`src/design/xc_settings.svh`:
```
// Cross-correlator build settings.
// Input count, lag depth, counter width, period step and frame marker.
`ifndef XC_SETTINGS_SVH
`define XC_SETTINGS_SVH

`default_nettype none

// Two photon inputs.
`define XC_NUM_INPUTS 2
// Taps per input, lags 0 to 3.
`define XC_LAG_DEPTH 4
// Width of each coincidence counter.
`define XC_COUNT_WIDTH 8
// Cycles per unit of the period nibble.
`define XC_PERIOD_STEP 8
// Top nibble of every frame header.
`define XC_FRAME_MARKER 4'hA

`default_nettype wire

`endif

```
`src/design/xc_cmd_pkg.sv`:
```
// Command side types of the cross-correlator.
// Opcodes, the decoded command byte and the capture configuration.
`include "xc_settings.svh"
`default_nettype none

package xc_cmd_pkg;

	localparam int XC_LAG_W = $clog2(`XC_LAG_DEPTH);

	// Opcode sits in the low nibble of the command byte.
	typedef enum logic [3:0] {
		CLEAR          = 4'd0,
		SET_LINE       = 4'd1,
		SET_DELAY      = 4'd4,
		SET_PERIOD     = 4'd8,
		ENABLE_CAPTURE = 4'd13
	} xc_opcode_e;

	typedef struct packed {
		logic [3:0] arg;
		xc_opcode_e opcode;
	} xc_cmd_t;

	// Window length is (period + 1) steps.
	typedef struct packed {
		logic [3:0] period;
		logic [`XC_NUM_INPUTS-1:0][XC_LAG_W-1:0] lag;
	} xc_config_t;

endpackage

`default_nettype wire

```
`src/design/xc_data_pkg.sv`:
```
// Data side types of the cross-correlator.
// Count type, the per-window count set and the frame header.
`include "xc_settings.svh"
`default_nettype none

package xc_data_pkg;

	typedef logic [`XC_COUNT_WIDTH-1:0] xc_count_t;

	// Sent in this order after the header.
	typedef struct packed {
		xc_count_t auto0;
		xc_count_t auto1;
		xc_count_t cross01;
	} xc_counts_t;

	// Marker first, then the window sequence number.
	typedef struct packed {
		logic [3:0] marker;
		logic [3:0] seq;
	} xc_header_t;

endpackage

`default_nettype wire

```
`src/design/xc_capture_ctrl.sv`:
```
// Capture controller.
// Decodes command strobes, holds the lag and period configuration
// and sequences capture through IDLE, ARMED and RUN.
`include "xc_settings.svh"
`default_nettype none
`timescale 1ns/1ns

module xc_capture_ctrl (
	input  logic RXIF,
	input  logic reset,
	input  logic cmd_valid,
	input  xc_cmd_pkg::xc_cmd_t cmd_byte,
	input  logic window_end,
	output xc_cmd_pkg::xc_config_t cfg,
	output logic window_run
);
	import xc_cmd_pkg::*;

	typedef enum logic [1:0] {IDLE, ARMED, RUN} state_e;

	state_e state;
	logic [$clog2(`XC_NUM_INPUTS)-1:0] sel_line;
	logic stop_pend;
	logic start_req;
	logic stop_req;

	assign start_req = cmd_valid && cmd_byte.opcode == ENABLE_CAPTURE && cmd_byte.arg[0];
	assign stop_req = cmd_valid && cmd_byte.opcode == ENABLE_CAPTURE && !cmd_byte.arg[0];
	assign window_run = (state == RUN);

	// Configuration, written through the selected line.
	always_ff @(posedge RXIF) begin
		if (reset) begin
			cfg <= '0;
			sel_line <= '0;
		end else if (cmd_valid) begin
			case (cmd_byte.opcode)
				CLEAR:      cfg.lag <= '0;
				SET_LINE:   sel_line <= cmd_byte.arg[0];
				SET_DELAY:  cfg.lag[sel_line] <= cmd_byte.arg[XC_LAG_W-1:0];
				SET_PERIOD: cfg.period <= cmd_byte.arg;
				default:    ;
			endcase
		end
	end

	always_ff @(posedge RXIF) begin
		if (reset) begin
			state <= IDLE;
			stop_pend <= 1'b0;
		end else begin
			case (state)
				IDLE:    if (start_req) state <= ARMED;
				ARMED:   state <= stop_req ? IDLE : RUN;
				RUN:     if (window_end && (stop_pend || stop_req)) state <= IDLE;
				default: state <= IDLE;
			endcase
			// A stop waits for the running window to close.
			if (start_req || state != RUN)
				stop_pend <= 1'b0;
			else if (stop_req)
				stop_pend <= 1'b1;
		end
	end

	period_stable_a: assert property (@(posedge RXIF) disable iff (reset)
		window_run |-> $stable(cfg.period))
		else $error("period changed while capture is running");

endmodule

`default_nettype wire

```
`src/design/xc_window_timer.sv`:
```
// Integration window timer.
// Loads the window length on each start and counts down,
// marking the first and the last cycle of every window.
`include "xc_settings.svh"
`default_nettype none
`timescale 1ns/1ns

module xc_window_timer (
	input  logic RXIF,
	input  logic reset,
	input  logic window_run,
	input  xc_cmd_pkg::xc_config_t cfg,
	output logic window_start,
	output logic window_end
);
	localparam int REM_W = $clog2(16 * `XC_PERIOD_STEP + 1);

	logic [REM_W-1:0] remain;
	logic [REM_W-1:0] len_m1;

	// Cycles left after the start cycle.
	assign len_m1 = REM_W'((int'(cfg.period) + 1) * `XC_PERIOD_STEP - 1);

	// Zero means no window open, so a start may follow at once.
	assign window_start = window_run && (remain == '0);
	assign window_end = (remain == REM_W'(1));

	always_ff @(posedge RXIF) begin
		if (reset)
			remain <= '0;
		else if (window_start)
			remain <= len_m1;
		else if (remain != '0)
			remain <= remain - 1'b1;
	end

endmodule

`default_nettype wire

```
`src/design/xc_delay_line.sv`:
```
// Input delay line.
// Registers each input line into a short shift register and picks
// the tap given by that line's lag.
`include "xc_settings.svh"
`default_nettype none
`timescale 1ns/1ns

module xc_delay_line (
	input  logic RXIF,
	input  logic reset,
	input  logic [`XC_NUM_INPUTS-1:0] lines,
	input  xc_cmd_pkg::xc_config_t cfg,
	output logic [`XC_NUM_INPUTS-1:0] taps
);
	// Stage 0 holds the newest sample.
	logic [`XC_NUM_INPUTS-1:0][`XC_LAG_DEPTH-1:0] stage;

	for (genvar i = 0; i < `XC_NUM_INPUTS; i++) begin : g_line
		always_ff @(posedge RXIF) begin
			if (reset)
				stage[i] <= '0;
			else
				stage[i] <= {stage[i][`XC_LAG_DEPTH-2:0], lines[i]};
		end

		assign taps[i] = stage[i][cfg.lag[i]];
	end

endmodule

`default_nettype wire

```
`src/design/xc_correlator_core.sv`:
```
// Coincidence counter core.
// Counts per-window high cycles of each delayed tap and of both
// taps together, in saturating counters restarted on window_start.
`include "xc_settings.svh"
`default_nettype none
`timescale 1ns/1ns

module xc_correlator_core (
	input  logic RXIF,
	input  logic reset,
	input  logic window_start,
	input  logic window_end,
	input  logic [`XC_NUM_INPUTS-1:0] taps,
	output xc_data_pkg::xc_counts_t counts
);
	import xc_data_pkg::*;

	logic counting;
	logic cross_hit;

	function automatic xc_count_t sat_inc(input xc_count_t c, input logic hit);
		if (hit && c != '1)
			return xc_count_t'(c + 1'b1);
		return c;
	endfunction

	assign cross_hit = taps[0] & taps[1];

	// High from the cycle after start through window_end.
	always_ff @(posedge RXIF) begin
		if (reset)
			counting <= 1'b0;
		else if (window_start)
			counting <= 1'b1;
		else if (window_end)
			counting <= 1'b0;
	end

	// Start cycle loads its own sample.
	always_ff @(posedge RXIF) begin
		if (window_start) begin
			counts.auto0 <= xc_count_t'(taps[0]);
			counts.auto1 <= xc_count_t'(taps[1]);
			counts.cross01 <= xc_count_t'(cross_hit);
		end else if (counting) begin
			counts.auto0 <= sat_inc(counts.auto0, taps[0]);
			counts.auto1 <= sat_inc(counts.auto1, taps[1]);
			counts.cross01 <= sat_inc(counts.cross01, cross_hit);
		end
	end

	property p_no_wrap(xc_count_t c);
		@(posedge RXIF) disable iff (reset)
		counting && !window_end |=> c >= $past(c);
	endproperty

	auto0_no_wrap_a: assert property (p_no_wrap(counts.auto0))
		else $error("auto0 count wrapped");
	auto1_no_wrap_a: assert property (p_no_wrap(counts.auto1))
		else $error("auto1 count wrapped");
	cross_no_wrap_a: assert property (p_no_wrap(counts.cross01))
		else $error("cross01 count wrapped");

endmodule

`default_nettype wire

```
`src/design/xc_frame_serializer.sv`:
```
// Frame serializer.
// After each window latches the header and the final counts and
// sends the 32-bit frame out one nibble per cycle, MSB first.
`include "xc_settings.svh"
`default_nettype none
`timescale 1ns/1ns

module xc_frame_serializer (
	input  logic RXIF,
	input  logic reset,
	input  logic window_end,
	input  xc_data_pkg::xc_counts_t counts,
	output logic frame_valid,
	output logic [3:0] frame_nibble,
	output logic frame_last
);
	import xc_data_pkg::*;

	localparam int FRAME_BITS = $bits(xc_header_t) + $bits(xc_counts_t);
	localparam int NIBBLES = FRAME_BITS / 4;
	localparam int IDX_W = $clog2(NIBBLES);
	localparam logic [IDX_W-1:0] LAST_IDX = IDX_W'(NIBBLES - 1);

	xc_header_t header;
	logic [FRAME_BITS-1:0] frame_word;
	logic [FRAME_BITS-5:0] shreg;
	logic [IDX_W-1:0] nib_idx;
	logic [3:0] seq_num;

	assign header.marker = `XC_FRAME_MARKER;
	assign header.seq = seq_num;
	assign frame_word = {header, counts};

	// First nibble is the marker, the rest come from the latch.
	assign frame_nibble = (nib_idx == '0) ? frame_word[FRAME_BITS-1 -: 4]
		: shreg[FRAME_BITS-5 -: 4];
	assign frame_last = frame_valid && (nib_idx == LAST_IDX);

	always_ff @(posedge RXIF) begin
		if (reset) begin
			frame_valid <= 1'b0;
			nib_idx <= '0;
			seq_num <= '0;
		end else if (window_end) begin
			frame_valid <= 1'b1;
			nib_idx <= '0;
			seq_num <= seq_num + 1'b1;
		end else if (frame_valid) begin
			nib_idx <= nib_idx + 1'b1;
			if (frame_last)
				frame_valid <= 1'b0;
		end
	end

	// Counts are final in the first frame cycle.
	always_ff @(posedge RXIF) begin
		if (frame_valid && nib_idx == '0)
			shreg <= frame_word[FRAME_BITS-5:0];
		else
			shreg <= {shreg[FRAME_BITS-9:0], 4'h0};
	end

	no_overrun_a: assert property (@(posedge RXIF) disable iff (reset)
		window_end |-> !frame_valid || frame_last)
		else $error("window ended while a frame was still being sent");

endmodule

`default_nettype wire

```
`src/design/xc_top.sv`:
```
// Two-input photon-pulse cross-correlator.
// Command decoding, window timing, input delay, coincidence
// counting and nibble-wide frame output.
`include "xc_settings.svh"
`default_nettype none
`timescale 1ns/1ns

module xc_top (
	input  logic RXIF,
	input  logic reset,
	input  logic cmd_valid,
	input  logic [7:0] cmd_byte,
	input  logic [`XC_NUM_INPUTS-1:0] lines,
	output logic frame_valid,
	output logic [3:0] frame_nibble,
	output logic frame_last
);
	import xc_cmd_pkg::*;
	import xc_data_pkg::*;

	xc_cmd_t cmd;
	xc_config_t cfg;
	xc_counts_t counts;
	logic window_run;
	logic window_start;
	logic window_end;
	logic [`XC_NUM_INPUTS-1:0] taps;

	assign cmd = xc_cmd_t'(cmd_byte);

	xc_capture_ctrl xc_capture_ctrl_inst (
		.RXIF(RXIF), .reset(reset), .cmd_valid(cmd_valid), .cmd_byte(cmd),
		.window_end(window_end), .cfg(cfg), .window_run(window_run)
	);

	xc_window_timer xc_window_timer_inst (
		.RXIF(RXIF), .reset(reset), .window_run(window_run), .cfg(cfg),
		.window_start(window_start), .window_end(window_end)
	);

	xc_delay_line xc_delay_line_inst (
		.RXIF(RXIF), .reset(reset), .lines(lines), .cfg(cfg), .taps(taps)
	);

	xc_correlator_core xc_correlator_core_inst (
		.RXIF(RXIF), .reset(reset), .window_start(window_start),
		.window_end(window_end), .taps(taps), .counts(counts)
	);

	xc_frame_serializer xc_frame_serializer_inst (
		.RXIF(RXIF), .reset(reset), .window_end(window_end), .counts(counts),
		.frame_valid(frame_valid), .frame_nibble(frame_nibble), .frame_last(frame_last)
	);

endmodule

`default_nettype wire

```
`config.mk`:
```
export PLATFORM = sky130hd
export DESIGN_NAME = xc_top
export DESIGN_NICKNAME = d
export VERILOG_FILES = /design/src/design/xc_cmd_pkg.sv /design/src/design/xc_data_pkg.sv /design/src/design/xc_capture_ctrl.sv /design/src/design/xc_window_timer.sv /design/src/design/xc_delay_line.sv /design/src/design/xc_correlator_core.sv /design/src/design/xc_frame_serializer.sv /design/src/design/xc_top.sv
export VERILOG_INCLUDE_DIRS = /design/src /design/src/design
export SDC_FILE = /design/constraint.sdc
export NUM_CORES = 1
export LEC_CHECK = 0
export ABC_AREA = 1
export BUFFER_PORTS_ARGS = -buffer_cell sky130_fd_sc_hd__buf_2
export CORE_ASPECT_RATIO = 1.4
export CORE_MARGIN = 3
export CORE_UTILIZATION = 45
export CTS_CLUSTER_SIZE = 24
export DETAILED_ROUTE_END_ITERATION = 7
export PLACE_DENSITY_LB_ADDON = 0.1
export REMOVE_ABC_BUFFERS = 1
export SETUP_SLACK_MARGIN = 0.15
export SYNTH_ARGS = -nofsm -noshare
export SYNTH_HDL_FRONTEND = slang
export SYNTH_SLANG_ARGS = --single-unit
```
`constraint.sdc`:
```
create_clock -name RXIF -period 1.5 [get_ports RXIF]
set_input_delay 0.15 -clock RXIF [delete_from_list [all_inputs] [get_ports RXIF]]
set_output_delay 0.15 -clock RXIF [all_outputs]
set_load 0.01 [all_outputs]
```
After elaboration in Yosys (flattened, before gate mapping)
Cells that the tools add are included.
W data, S select, Z words.
{ "word_totals": {"wordCells": 124, "out_inout_bits": 6, "ff_bits": 89} }
{ "op_classes": {"bitwise": 1, "order_cmp": 4, "muxes": 38, "add_sub_neg": 8, "reduce_logical": 38, "eq_ne": 14} }
{ "ops": {"columns": ["cell", "n"], "rows": [
  ["$mux W8", 7],
  ["$mux W17", 2],
  ["$mux W28", 1],
  ["$add A8 B1 Y8 const B", 3],
  ["$ne A8 B8 Y1 const B", 3],
  ["$reduce_and A2 Y1", 10],
  ["$mux W1", 17],
  ["$reduce_bool A2 Y1", 7],
  ["$logic_and A1 B1 Y1", 11],
  ["$eq A4 B4 Y1 const B", 2],
  ["$eq A8 B1 Y1 const B", 1],
  ["$logic_not A8 Y1", 1],
  ["$mux W2", 4],
  ["$pmux W4 S2", 1],
  ["$reduce_bool A8 Y1", 1],
  ["$sub A8 B1 Y8 const B", 1],
  ["$sub A8 B2 Y8 const B", 1],
  ["$lt A2 B3 Y1 const B", 2],
  ["$pmux W2 S3", 1],
  ["$add A4 B1 Y5 const B", 1],
  ["$add A4 B1 Y4 const B", 1],
  ["$bmux W1 S2", 2],
  ["$bwmux W4", 1],
  ["$eq A4 B1 Y1 const B", 1],
  ["other kinds (18)", 21]
]} }

Logic depth before layout (Yosys ltp)
Gate-level depths: netlist (run 1).
{ "logic_depth": {"word_depth": 10, "ltp_mapped": 10} }

Modules after synthesis
Synthesis (run 1) repeated with hierarchy kept, for this count alone.
{ "unflattened": {"hier_cells": 603, "area_unflattened_um2": 4326.6} }
{ "modules_own_cells": {"columns": ["mod", "area_each_um2", "instances", "cells_each"], "rows": [
  ["xc_correlator_core", 1462.7, 1, 219],
  ["xc_frame_serializer", 1368.8, 1, 174],
  ["xc_window_timer", 624.3, 1, 92],
  ["xc_capture_ctrl", 565.5, 1, 73],
  ["xc_delay_line", 305.3, 1, 45]
]} }

Worst setup path after synthesis (run 1)
No wires, ideal clock.
{ "synth_path": {"path_type": "reg-to-reg", "startpoint": "reg xc_correlator_core_inst.counts[0] (netlist name)", "endpoint": "reg xc_correlator_core_inst.counts[0] (netlist name)", "arrival_ps": 1201, "path_stages_with_launch": 7, "slack_ps": 8, "n_path_buf": 0, "path_cell_list": "edfxtp_1 ha_1 nand3_1 nor2_2 nor2_4 nand2_8 nand2_1"} }
{ "synth_via": {"elab_chain_cells": 7} }
{ "synth_rtl": {"columns": ["item", "line_no", "text"], "rows": [
  ["$ne A8 B8 Y1", "xc_correlator_core.sv:22", "if (hit && c != '1)"],
  ["$logic_and A1 B1 Y1", "xc_correlator_core.sv:22", null],
  ["$mux W1", "xc_correlator_core.sv:22", null],
  ["$mux W1", "xc_correlator_core.sv:45", "end else if (counting) begin"],
  ["$mux W1", "xc_correlator_core.sv:41", "if (window_start) begin"],
  ["$reduce_bool A2 Y1 (no line)", null, null],
  ["$reduce_and A2 Y1 (no line)", null, null]
]} }
Every way passes these cells. The select of a mux whose other input is x is not followed.
A chain may end at the register's enable or synchronous reset.

Worst setup path in the final report (run 1)
{ "layout_path": {"startpoint": "reg xc_frame_serializer_inst.nib_idx[0]", "endpoint": "out frame_nibble[1]"} }
{ "layout_via": {"elab_chain_cells": 2} }
{ "layout_rtl": {"columns": ["item", "line_no", "text"], "rows": [
  ["start, declared", "xc_frame_serializer.sv:27", "logic [IDX_W-1:0] nib_idx;"],
  ["start signal, assigned", "xc_frame_serializer.sv:49", "nib_idx <= nib_idx + 1'b1;"],
  ["$logic_not A3 Y1", "xc_frame_serializer.sv:35", "assign frame_nibble = (nib_idx == '0) ? frame_word[FRAME_BITS-1 -: 4]"],
  ["$mux W4", "xc_frame_serializer.sv:35", null],
  ["end, declared", "xc_top.sv:15", "output logic [3:0] frame_nibble,"]
]} }
Every way passes these cells.

==> flow_summary.json, run 1 <==
{
  "status": "completed",
  "dp_hpwl_um": 6550,
  "clk_path_buf_depth": 2,
  "fin_skew_ns": 0.00568,
  "portBuffers": 18,
  "synth_top_area_cell": "dfxtp_1",
  "clk_latency_ns": 0.34,
  "seq_area_sq_um": 1830,
  "core_area_sq_um": 9130,
  "hp-class": "in -> reg",
  "met1_usage_pct": 21.8,
  "fillers": 790,
  "synthArstFlopShare_pct": 0,
  "cts_made_buffers": 9,
  "drtAntennaViolNets": 0,
  "drcViolationCount": 0,
  "drv_slew": 0,
  "yosys-top-cells-area": "dfxtp_1, nand2_1, inv_1",
  "grt_use_met3_pct": 3.25,
  "avgRoutedWirePerCell_um": 12.6,
  "max_freq_mhz": 673,
  "area_growth_pct": 36.2,
  "path_max_fanout": 5,
  "cts-hold-fix-buffers": 0,
  "final_cells": 764,
  "drt_pass1_iterations": 4,
  "r2r-start": "xc_correlator_core_inst.counts[8]",
  "criticalPathCategory": "reg -> out",
  "drt-initial-drc-count": 112,
  "die_y_um": 122,
  "dieWidth_um": 88.5,
  "synth_ff_type": "dfxtp_1",
  "avgViaCountPerCell": 4.95,
  "slew_headroom_pct": 62.9,
  "cp-start-kind": "flip-flop",
  "hold_slack_ns": 0.0161,
  "initial_core_util_pct": 47.0,
  "required_ns": 1.35,
  "powerDensity_nw_per_um2": 1270,
  "ir_drop_mv": 0.620,
  "gp_congestion": 0.846,
  "cts.htree.levels": 3,
  "yosysWarnings": 0,
  "placedCellCount": 718,
  "final.setup.tns_ns": 0,
  "dieArea_sq_um": 10800,
  "synth_area_sq_um": 4290,
  "place_ws_ns": -0.0390,
  "crit_path_start": "xc_frame_serializer_inst.nib_idx[0]",
  "p_clk_share_pct": 30.4,
  "syn_avg_cell_area_sq_um": 7.40,
  "place_area_sq_um": 4620,
  "grt_overflow": 0,
  "final_cell_mix": "nand2_1, dfxtp_1, inv_1, nor2_1, nand2_2",
  "grt.busiest_layer": "met2",
  "hp-start": "lines[0]",
  "clk_pin_slew_worst_paths_ns": 0.06,
  "synth_edf_count": 3,
  "final_nets": 676,
  "syn-instance-count": 580,
  "combPwrFrac_pct": 31.4,
  "grt_pass1_wl_um": 15400,
  "cts-root-buf": "clkbuf_16",
  "cts_num_sinks": 89,
  "antenna_found_initial": 0,
  "vias": 3784,
  "row_count": 41,
  "setup_viol": 0,
  "design_area_sq_um": 5840,
  "ys_seq_area_share_pct": 42.2,
  "tightest_slew_ns": 0.556,
  "swShare_pct": 30.8,
  "end_kind": "output port",
  "grt_util_all_layers_pct": 18.0,
  "synthDistinctLibCells": 39,
  "first_global_vias": 3464,
  "power_switching_mw": 2.29,
  "rsz0062_at_grt": "yes",
  "routed_wl_um": 9640,
  "cap_violations": 0,
  "finalCriticalPeriod_ns": 1.49,
  "final_common_cell": "nand2_1",
  "synth_seq_cells": 89,
  "multi_input_comb_area_sq_um": 2620,
  "hold_viol_final": 0,
  "use_met2_pct": 31.2,
  "intPower_mw": 5.13,
  "n_antenna_cell": 0,
  "period_share_pct": 99.1,
  "synth_top_area_share_pct": 40.1,
  "grt_max_degree": 18,
  "drive_gt1_share_pct": 35.2,
  "finalWorstSetupSlack_ns": 0.0135,
  "ios": 19,
  "p_seq_share_pct": 38.3,
  "worst_ep_arrival_time_ns": 1.34,
  "p_leak_nw": 2.42,
  "cts_tree": "yes"
}
[metrics by stage]
step | utilization [%] | power (mW)
after floorplan | - | 3.82
after global placement | 50.6 | 4.22
after detailed placement | 50.6 | 4.26
after CTS | 57.0 | 6.75
after global routing | 64.0 | 7.86
final | 64.0 | 7.42
[cells by family (layout without fill, tap and decap cells)]
group                      after synthesis  in the layout  synth area share (%)
buffers and inverters                   93            168                  8.84
DFF                                     89             89                  42.2
muxes                                    8              8                  2.10
and+or+nand+nor                        282            284                  29.7
xor gates and xnor gates                18             18                  3.67
AOI/OAI and AO/OA                       79             79                  10.2
adders and majority gates               11             11                  3.21
[repair_timing]
item                                    CTS  global route
pin swaps                                20            43
gates resized for setup                  53           139
endpoints found under the setup margin   64            66
gates cloned                              1             4
setup buffers                            12            13
[power by group through the flow]
stage	registers, mW	clock network (mW)	logic (mW)
finish	2.84	2.25	2.33
global route	2.87	2.41	2.58
CTS	2.79	2.31	1.65
detailed placement	2.82	0	1.44
global placement	2.82	0	1.40
floorplan	2.80	0	1.03
[final cells by class]
cell class / count / area share [%]
Sequential cell: 89 / 31.4
Timing Repair Buffer: 69 / 10.7
Clock buffer: 13 / 4.45
Clock inverter: 3 / 0.685
Inverter: 83 / 5.74
Tap cell: 107 / 2.29
Multi-Input combinational cell: 400 / 44.8
[worst paths after layout]
kind	to	slack [ns]	cells past startpoint
max	frame_nibble[1]	0.01	6
min	xc_delay_line_inst.stage[0]	0.02	3
max reg2reg	xc_correlator_core_inst.counts[13]	0.04	8
min reg2reg	xc_delay_line_inst.stage[3]	0.42	2
[sequential cells by signal, indices dropped and copies added, names as in the netlist]
register / flops
xc_frame_serializer_inst.shreg: 28
xc_correlator_core_inst.counts: 24
xc_capture_ctrl_inst.cfg: 8
xc_delay_line_inst.stage: 8
xc_window_timer_inst.remain: 8
xc_frame_serializer_inst.seq_num: 4
xc_frame_serializer_inst.nib_idx: 3
xc_capture_ctrl_inst.state: 2
xc_capture_ctrl_inst.sel_line: 1
xc_capture_ctrl_inst.stop_pend: 1
xc_correlator_core_inst.counting: 1
xc_frame_serializer_inst.frame_valid: 1
[cells in the mapped netlist (4+ instances only)]
library cell and number:
nor2_4 5, nand2_2 5, mux2_2 6, dfxtp_1 86
ha_1 11, nor3_1 4, a21oi_2 5, nand3_2 4
nor2_2 6, inv_1 81, o21ai_0 35, nand3_1 38
nor2_1 60, nand4_1 4, nand2_1 147, xor2_1 16
a21oi_1 31
[worst max-delay path, stage by stage (launching register included)]
cell,delay (ns)
dfxtp_2,0.34
inv_2,0.06
ha_4,0.15
inv_2,0.06
nor2_4,0.04
or2_4,0.23
buf_6,0.12
[metal layers]
layer	wire, um	part of all wire, %
met1	4040	42
met5	0	0
met2	5120	53
met3	228	2.4
met4	250	2.6
No activity file was read; power rests on OpenSTA's default activity.
==> run 2, diff against run 1 <==
--- a/config.mk
+++ b/config.mk
@@ -20,2 +20,3 @@
 export SYNTH_HDL_FRONTEND = slang
 export SYNTH_SLANG_ARGS = --single-unit
+export TNS_END_PERCENT = 100
==> constraint.sdc (replaced) <==
create_clock -name RXIF -period 1.5 [get_ports RXIF]
set_input_delay 0.075 -clock RXIF [delete_from_list [all_inputs] [get_ports RXIF]]
set_output_delay 0.075 -clock RXIF [all_outputs]
set_load 0.01 [all_outputs]
==> run 2 against run 1 <==
Sequential power hardly changed. Count of clock-buffer cells in the layout unchanged. Register-to-register slack improved by 0.03 ns. Clock skew increased by 0.00056 ns. Core utilization decreased by 0.97 points. Global-route usage rose by 0.57 points. Cell count shrank 0.13%.
==> flow_summary.json, run 2 (synthesized netlist as in run 1, its figures left out) <==
{
  "path_max_fanout": 4,
  "cap_violations": 0,
  "first_global_vias": 3547,
  "holdPathStages": 3,
  "cts_made_buffers": 9,
  "grt_pass1_wl_um": 15800,
  "cp-start-kind": "flip-flop",
  "period_share_pct": 95.7,
  "fin_util_pct": 63.0,
  "area_growth_pct": 34.1,
  "vias": 3784,
  "fin_skew_ns": 0.00625,
  "initial_core_util_pct": 47.0,
  "criticalPathCategory": "reg -> reg",
  "final_nets": 675,
  "power_mw": 7.31,
  "end_kind": "flip-flop",
  "r2r_slack_ns": 0.07,
  "r2r-start": "xc_correlator_core_inst.counts[8]",
  "max_freq_mhz": 697,
  "p_leak_nw": 2.42,
  "drtAntennaViolNets": 0,
  "ir_drop_mv": 0.635,
  "cts.htree.levels": 3,
  "grt_overflow": 0,
  "cts_tree": "yes",
  "avgRoutedWirePerCell_um": 12.6,
  "largest_register_ff_count": 28,
  "finalCriticalPeriod_ns": 1.43,
  "fillers": 818,
  "dieWidth_um": 88.5,
  "slew_headroom_pct": 63.8,
  "row_count": 41,
  "tightest_slew_ns": 0.542,
  "portBuffers": 18,
  "largestRegisters": "xc_frame_serializer_inst.shreg x28, xc_correlator_core_inst.counts x24",
  "drt_pass1_iterations": 6,
  "required_ns": 1.73,
  "core_area_sq_um": 9130,
  "worst_ep_arrival_time_ns": 1.66,
  "ios": 19,
  "hp-class": "in -> reg",
  "reg2reg_depth": 8,
  "top_register": "xc_frame_serializer_inst.shreg",
  "r2r-end": "xc_correlator_core_inst.counts[9]",
  "rsz0062_at_grt": "yes",
  "n_antenna_cell": 0,
  "setup_viol": 0,
  "dp_hpwl_um": 6550,
  "grt_util_all_layers_pct": 18.6,
  "dieArea_sq_um": 10800,
  "hold_viol_final": 0,
  "hp-start": "cmd_byte[6]",
  "gp_congestion": 0.846,
  "clk_path_buf_depth": 2,
  "drt-initial-drc-count": 100,
  "powerDensity_nw_per_um2": 1270,
  "cts-root-buf": "clkbuf_16",
  "drv_slew": 0,
  "drive_gt1_share_pct": 34.8,
  "final_common_cell": "nand2_1",
  "clk_latency_ns": 0.34,
  "seq_area_sq_um": 1830,
  "drcViolationCount": 0,
  "grt_max_degree": 18,
  "multi_input_comb_area_sq_um": 2590,
  "cts_num_sinks": 89,
  "avgViaCountPerCell": 4.96,
  "routed_wl_um": 9610,
  "clk_pin_slew_worst_paths_ns": 0.06,
  "min_to": "xc_capture_ctrl_inst.cfg[6]",
  "antenna_found_initial": 0,
  "die_y_um": 122,
  "status": "completed",
  "final_cell_mix": "nand2_1, dfxtp_1, inv_1, nor2_1, nand2_2"
}
-- run 2: how the worst max path moves through the flow --
stage                                                    from                                 end  slack [ns]  cells after the start
after floorplan           xc_frame_serializer_inst.nib_idx[0]  xc_frame_serializer_inst.shreg[10]       -0.09                      6
after global placement     xc_correlator_core_inst.counts[16]  xc_correlator_core_inst.counts[23]        0.07                      8
after detailed placement    xc_correlator_core_inst.counts[8]  xc_correlator_core_inst.counts[15]       -0.04                      8
after CTS                 xc_frame_serializer_inst.nib_idx[0]  xc_frame_serializer_inst.shreg[25]        0.07                      7
after global routing        xc_correlator_core_inst.counts[8]   xc_correlator_core_inst.counts[8]       -0.05                      7
final                       xc_correlator_core_inst.counts[8]   xc_correlator_core_inst.counts[9]        0.07                      8
-- run 2: timing repair --
action	CTS	global route
cloned	6	0
buffers inserted	10	11
hold buffers	2	0
hold endpoints to repair	2	0
pin swaps	14	33
resized for setup	57	129
endpoints found under the setup margin	64	68
-- run 2: worst max-delay path, stage by stage (launching register included) --
cell and delay [ns]:
edfxtp_1 0.40, ha_2 0.20, nand2_2 0.10, nor2_4 0.04, nand3b_1 0.14, nand3_2 0.14
buf_6 0.15, o21ai_2 0.11, nor2_1 0.05
-- run 2: routing by layer --
metal / wire [um] / vias to the layer above / track usage, %
met5: 0 / - / 0
met4: 271 / 0 / 8.22
met3: 217 / 20 / 3.25
met2: 5000 / 52 / 32.3
met1: 4120 / 1725 / 22.1
li1: - / 1987 / -
-- run 2: stage by stage --
| stage | TNS (ns) | std cells | hold slack, ns | area, sq um | worst slack [ns] |
|---|---|---|---|---|---|
| CTS | 0 | 752 | 0.0222 | 5260 | 0.0714 |
| global route | -0.327 | 763 | 0.0468 | 5750 | -0.0531 |
| global placement | 0 | 718 | 0.282 | 4620 | 0.0651 |
| floorplan | -0.685 | 570 | 0.144 | 4230 | -0.0912 |
| finish | 0 | 763 | 0.0280 | 5750 | 0.0652 |
| detailed placement | -0.0908 | 718 | 0.287 | 4620 | -0.0390 |
-- run 2: power by group --
| group | internal (mW) | switching (mW) | leakage [nW] |
|---|---|---|---|
| registers | 2.64 | 0.216 | 0.727 |
| clock network | 1.38 | 0.874 | 0.150 |
| logic | 1.03 | 1.18 | 1.55 |
| total | 5.04 | 2.27 | 2.42 |
-- run 2: final cells by class --
class	count	share of cell area, %
Inverter	83	5.81
Multi-Input combinational cell	401	45.0
Clock buffer	13	4.52
Sequential cell	89	31.8
Clock inverter	3	0.696
Timing Repair Buffer	67	9.78
Tap cell	107	2.33
==> run 3, diff against run 2 <==
Settings changed: CELL_PAD_IN_SITES_DETAIL_PLACEMENT set to 0, CELL_PAD_IN_SITES_GLOBAL_PLACEMENT set to 1, CORE_UTILIZATION 45 to 41.
==> run 3 against run 2 <==
Largest power group unchanged. Sequential power barely moved. First-iteration DRC count increased by 10%. Via count grew 0.77%. Critical endpoint is now xc_correlator_core_inst.counts[0]. Critical path depth fell by 2. Sequential cell count unchanged. Fmax shrank 1.6%.
==> flow_summary.json, run 3 (synthesized netlist as in run 1, its figures left out) <==
{
  "status": "completed",
  "setup_viol": 0,
  "grt_util_all_layers_pct": 17.1,
  "grt_max_degree": 22,
  "hp-class": "in -> reg",
  "final_common_cell": "nand2_1",
  "hold_viol_final": 0,
  "final_cell_mix": "nand2_1, dfxtp_1, inv_1, nor2_1, buf_4",
  "slowest_stage": "edfxtp_1",
  "dieWidth_um": 92.5,
  "first_global_vias": 3587,
  "cpPeakStageDelay_ns": 0.44,
  "ir_drop_mv": 0.696,
  "antenna_found_initial": 0,
  "initial_core_util_pct": 42.6,
  "largestRegisters": "xc_frame_serializer_inst.shreg x28, xc_correlator_core_inst.counts x24",
  "drv_slew": 0,
  "die_y_um": 127,
  "tightest_slew_ns": 0.453,
  "dieArea_sq_um": 11700,
  "largest_register_ff_count": 28,
  "cts.htree.levels": 3,
  "cts_made_buffers": 9,
  "cts_tree": "yes",
  "core_area_sq_um": 10100,
  "drcViolationCount": 0,
  "finalCriticalPeriod_ns": 1.46,
  "slew_headroom_pct": 69.7,
  "avgRoutedWirePerCell_um": 13.0,
  "area_growth_pct": 40.8,
  "reg2reg_depth": 6,
  "routed_wl_um": 10400,
  "path_max_fanout": 8,
  "n_antenna_cell": 0,
  "portBuffers": 18,
  "clk_path_buf_depth": 2,
  "cp-start-kind": "flip-flop",
  "power_mw": 7.63,
  "drive_gt1_share_pct": 38.0,
  "drt_pass1_iterations": 4,
  "worst_ep_arrival_time_ns": 1.52,
  "fillers": 935,
  "top_register": "xc_frame_serializer_inst.shreg",
  "row_count": 43,
  "grt_pass1_wl_um": 16100,
  "gp_congestion": 0.824,
  "drt-initial-drc-count": 110,
  "clk_pin_slew_worst_paths_ns": 0.06,
  "cts_num_sinks": 89,
  "cp_common_cell": "nor2_4",
  "period_share_pct": 97.2,
  "final_nets": 685,
  "fin_skew_ns": 0.00746,
  "drtAntennaViolNets": 0,
  "powerDensity_nw_per_um2": 1260,
  "cap_violations": 0,
  "dp_hpwl_um": 6660,
  "p_leak_nw": 2.52,
  "holdPathStages": 3,
  "rsz0062_at_grt": "yes",
  "clk_latency_ns": 0.34,
  "max_freq_mhz": 686,
  "crit_path_cell_trace": "ha_4, nand3_4, nor2_4, nor2_4, nand2_8, nand2_2",
  "ios": 19,
  "avgViaCountPerCell": 4.77,
  "end_kind": "flip-flop",
  "criticalPathCategory": "reg -> reg",
  "fin_util_pct": 60.0,
  "required_ns": 1.56,
  "grt_overflow": 0,
  "cts-root-buf": "clkbuf_16",
  "vias": 3813
}
run 3: cell count changes in the layout (fill, tap and decap cells not counted), sizes merged:
cell,before,now
buf,65,74
nand2,157,155
bufinv,1,2
clkbuf,13,14
clkinv,3,2
clkinvlp,0,1
run 3: metal layers:
metal	global-route usage, %	vias to the layer above	share of wire, %
met1	19.9	1758	43
met5	0	-	0
li1	-	1995	-
met3	4.00	17	2.6
met2	29.7	43	52
met4	7.52	0	2.7
run 3: critical path, delay by kind of cell (launching register included):
kind | cells | cell delay (ns)
and+or+nand+nor | 5 | 0.54
DFF | 1 | 0.44
adders and majority gates | 1 | 0.21
run 3: power by group:
group          internal (mW)  total, mW  switching [mW]
logic                   1.17       2.37            1.20
registers               2.63       2.83           0.199
clock network           1.54       2.43           0.888
run 3: what timing repair did:
item                                    CTS  global route
hold buffers                              2             0
endpoints found under the hold margin     2             0
buffers inserted                         17            14
pin swaps                                27            46
resized for setup                        59           150
endpoints found under the setup margin   55            69
cloned                                    1             4
run 3: final timing paths:
kind / from / endpoint / slack, ns
hold reg to reg: xc_delay_line_inst.stage[2] / xc_delay_line_inst.stage[3] / 0.42
hold / removal: cmd_byte[7] / xc_capture_ctrl_inst.cfg[7] / 0.02
setup / recovery: xc_correlator_core_inst.counts[0] / xc_correlator_core_inst.counts[0] / 0.04
setup reg to reg: xc_correlator_core_inst.counts[0] / xc_correlator_core_inst.counts[0] / 0.04
run 3: cell type report:
type	count	area, sq um	share of cell area [%]
multi-input cells	399	2670	44.2
flip-flops and latches	89	1830	30.3
repair buffers	78	704	11.7
inverters	83	335	5.55
clock buffers	12	256	4.25
well taps	135	169	2.80
clock inverters	3	65.1	1.08
repair inverters	1	8.76	0.145
run 3: through the flow:
step,hold slack [ns],instance area [sq um],worst slack (ns),instances,setup TNS [ns]
finish,0.0157,6040,0.0418,800,0
global route,0.0338,6040,-0.0447,800,-0.206
CTS,0.0113,5350,0.0841,782,0
detailed placement,0.287,4680,0.00396,747,0
global placement,0.281,4680,0.0444,747,0
floorplan,0.144,4230,-0.0912,570,-0.685
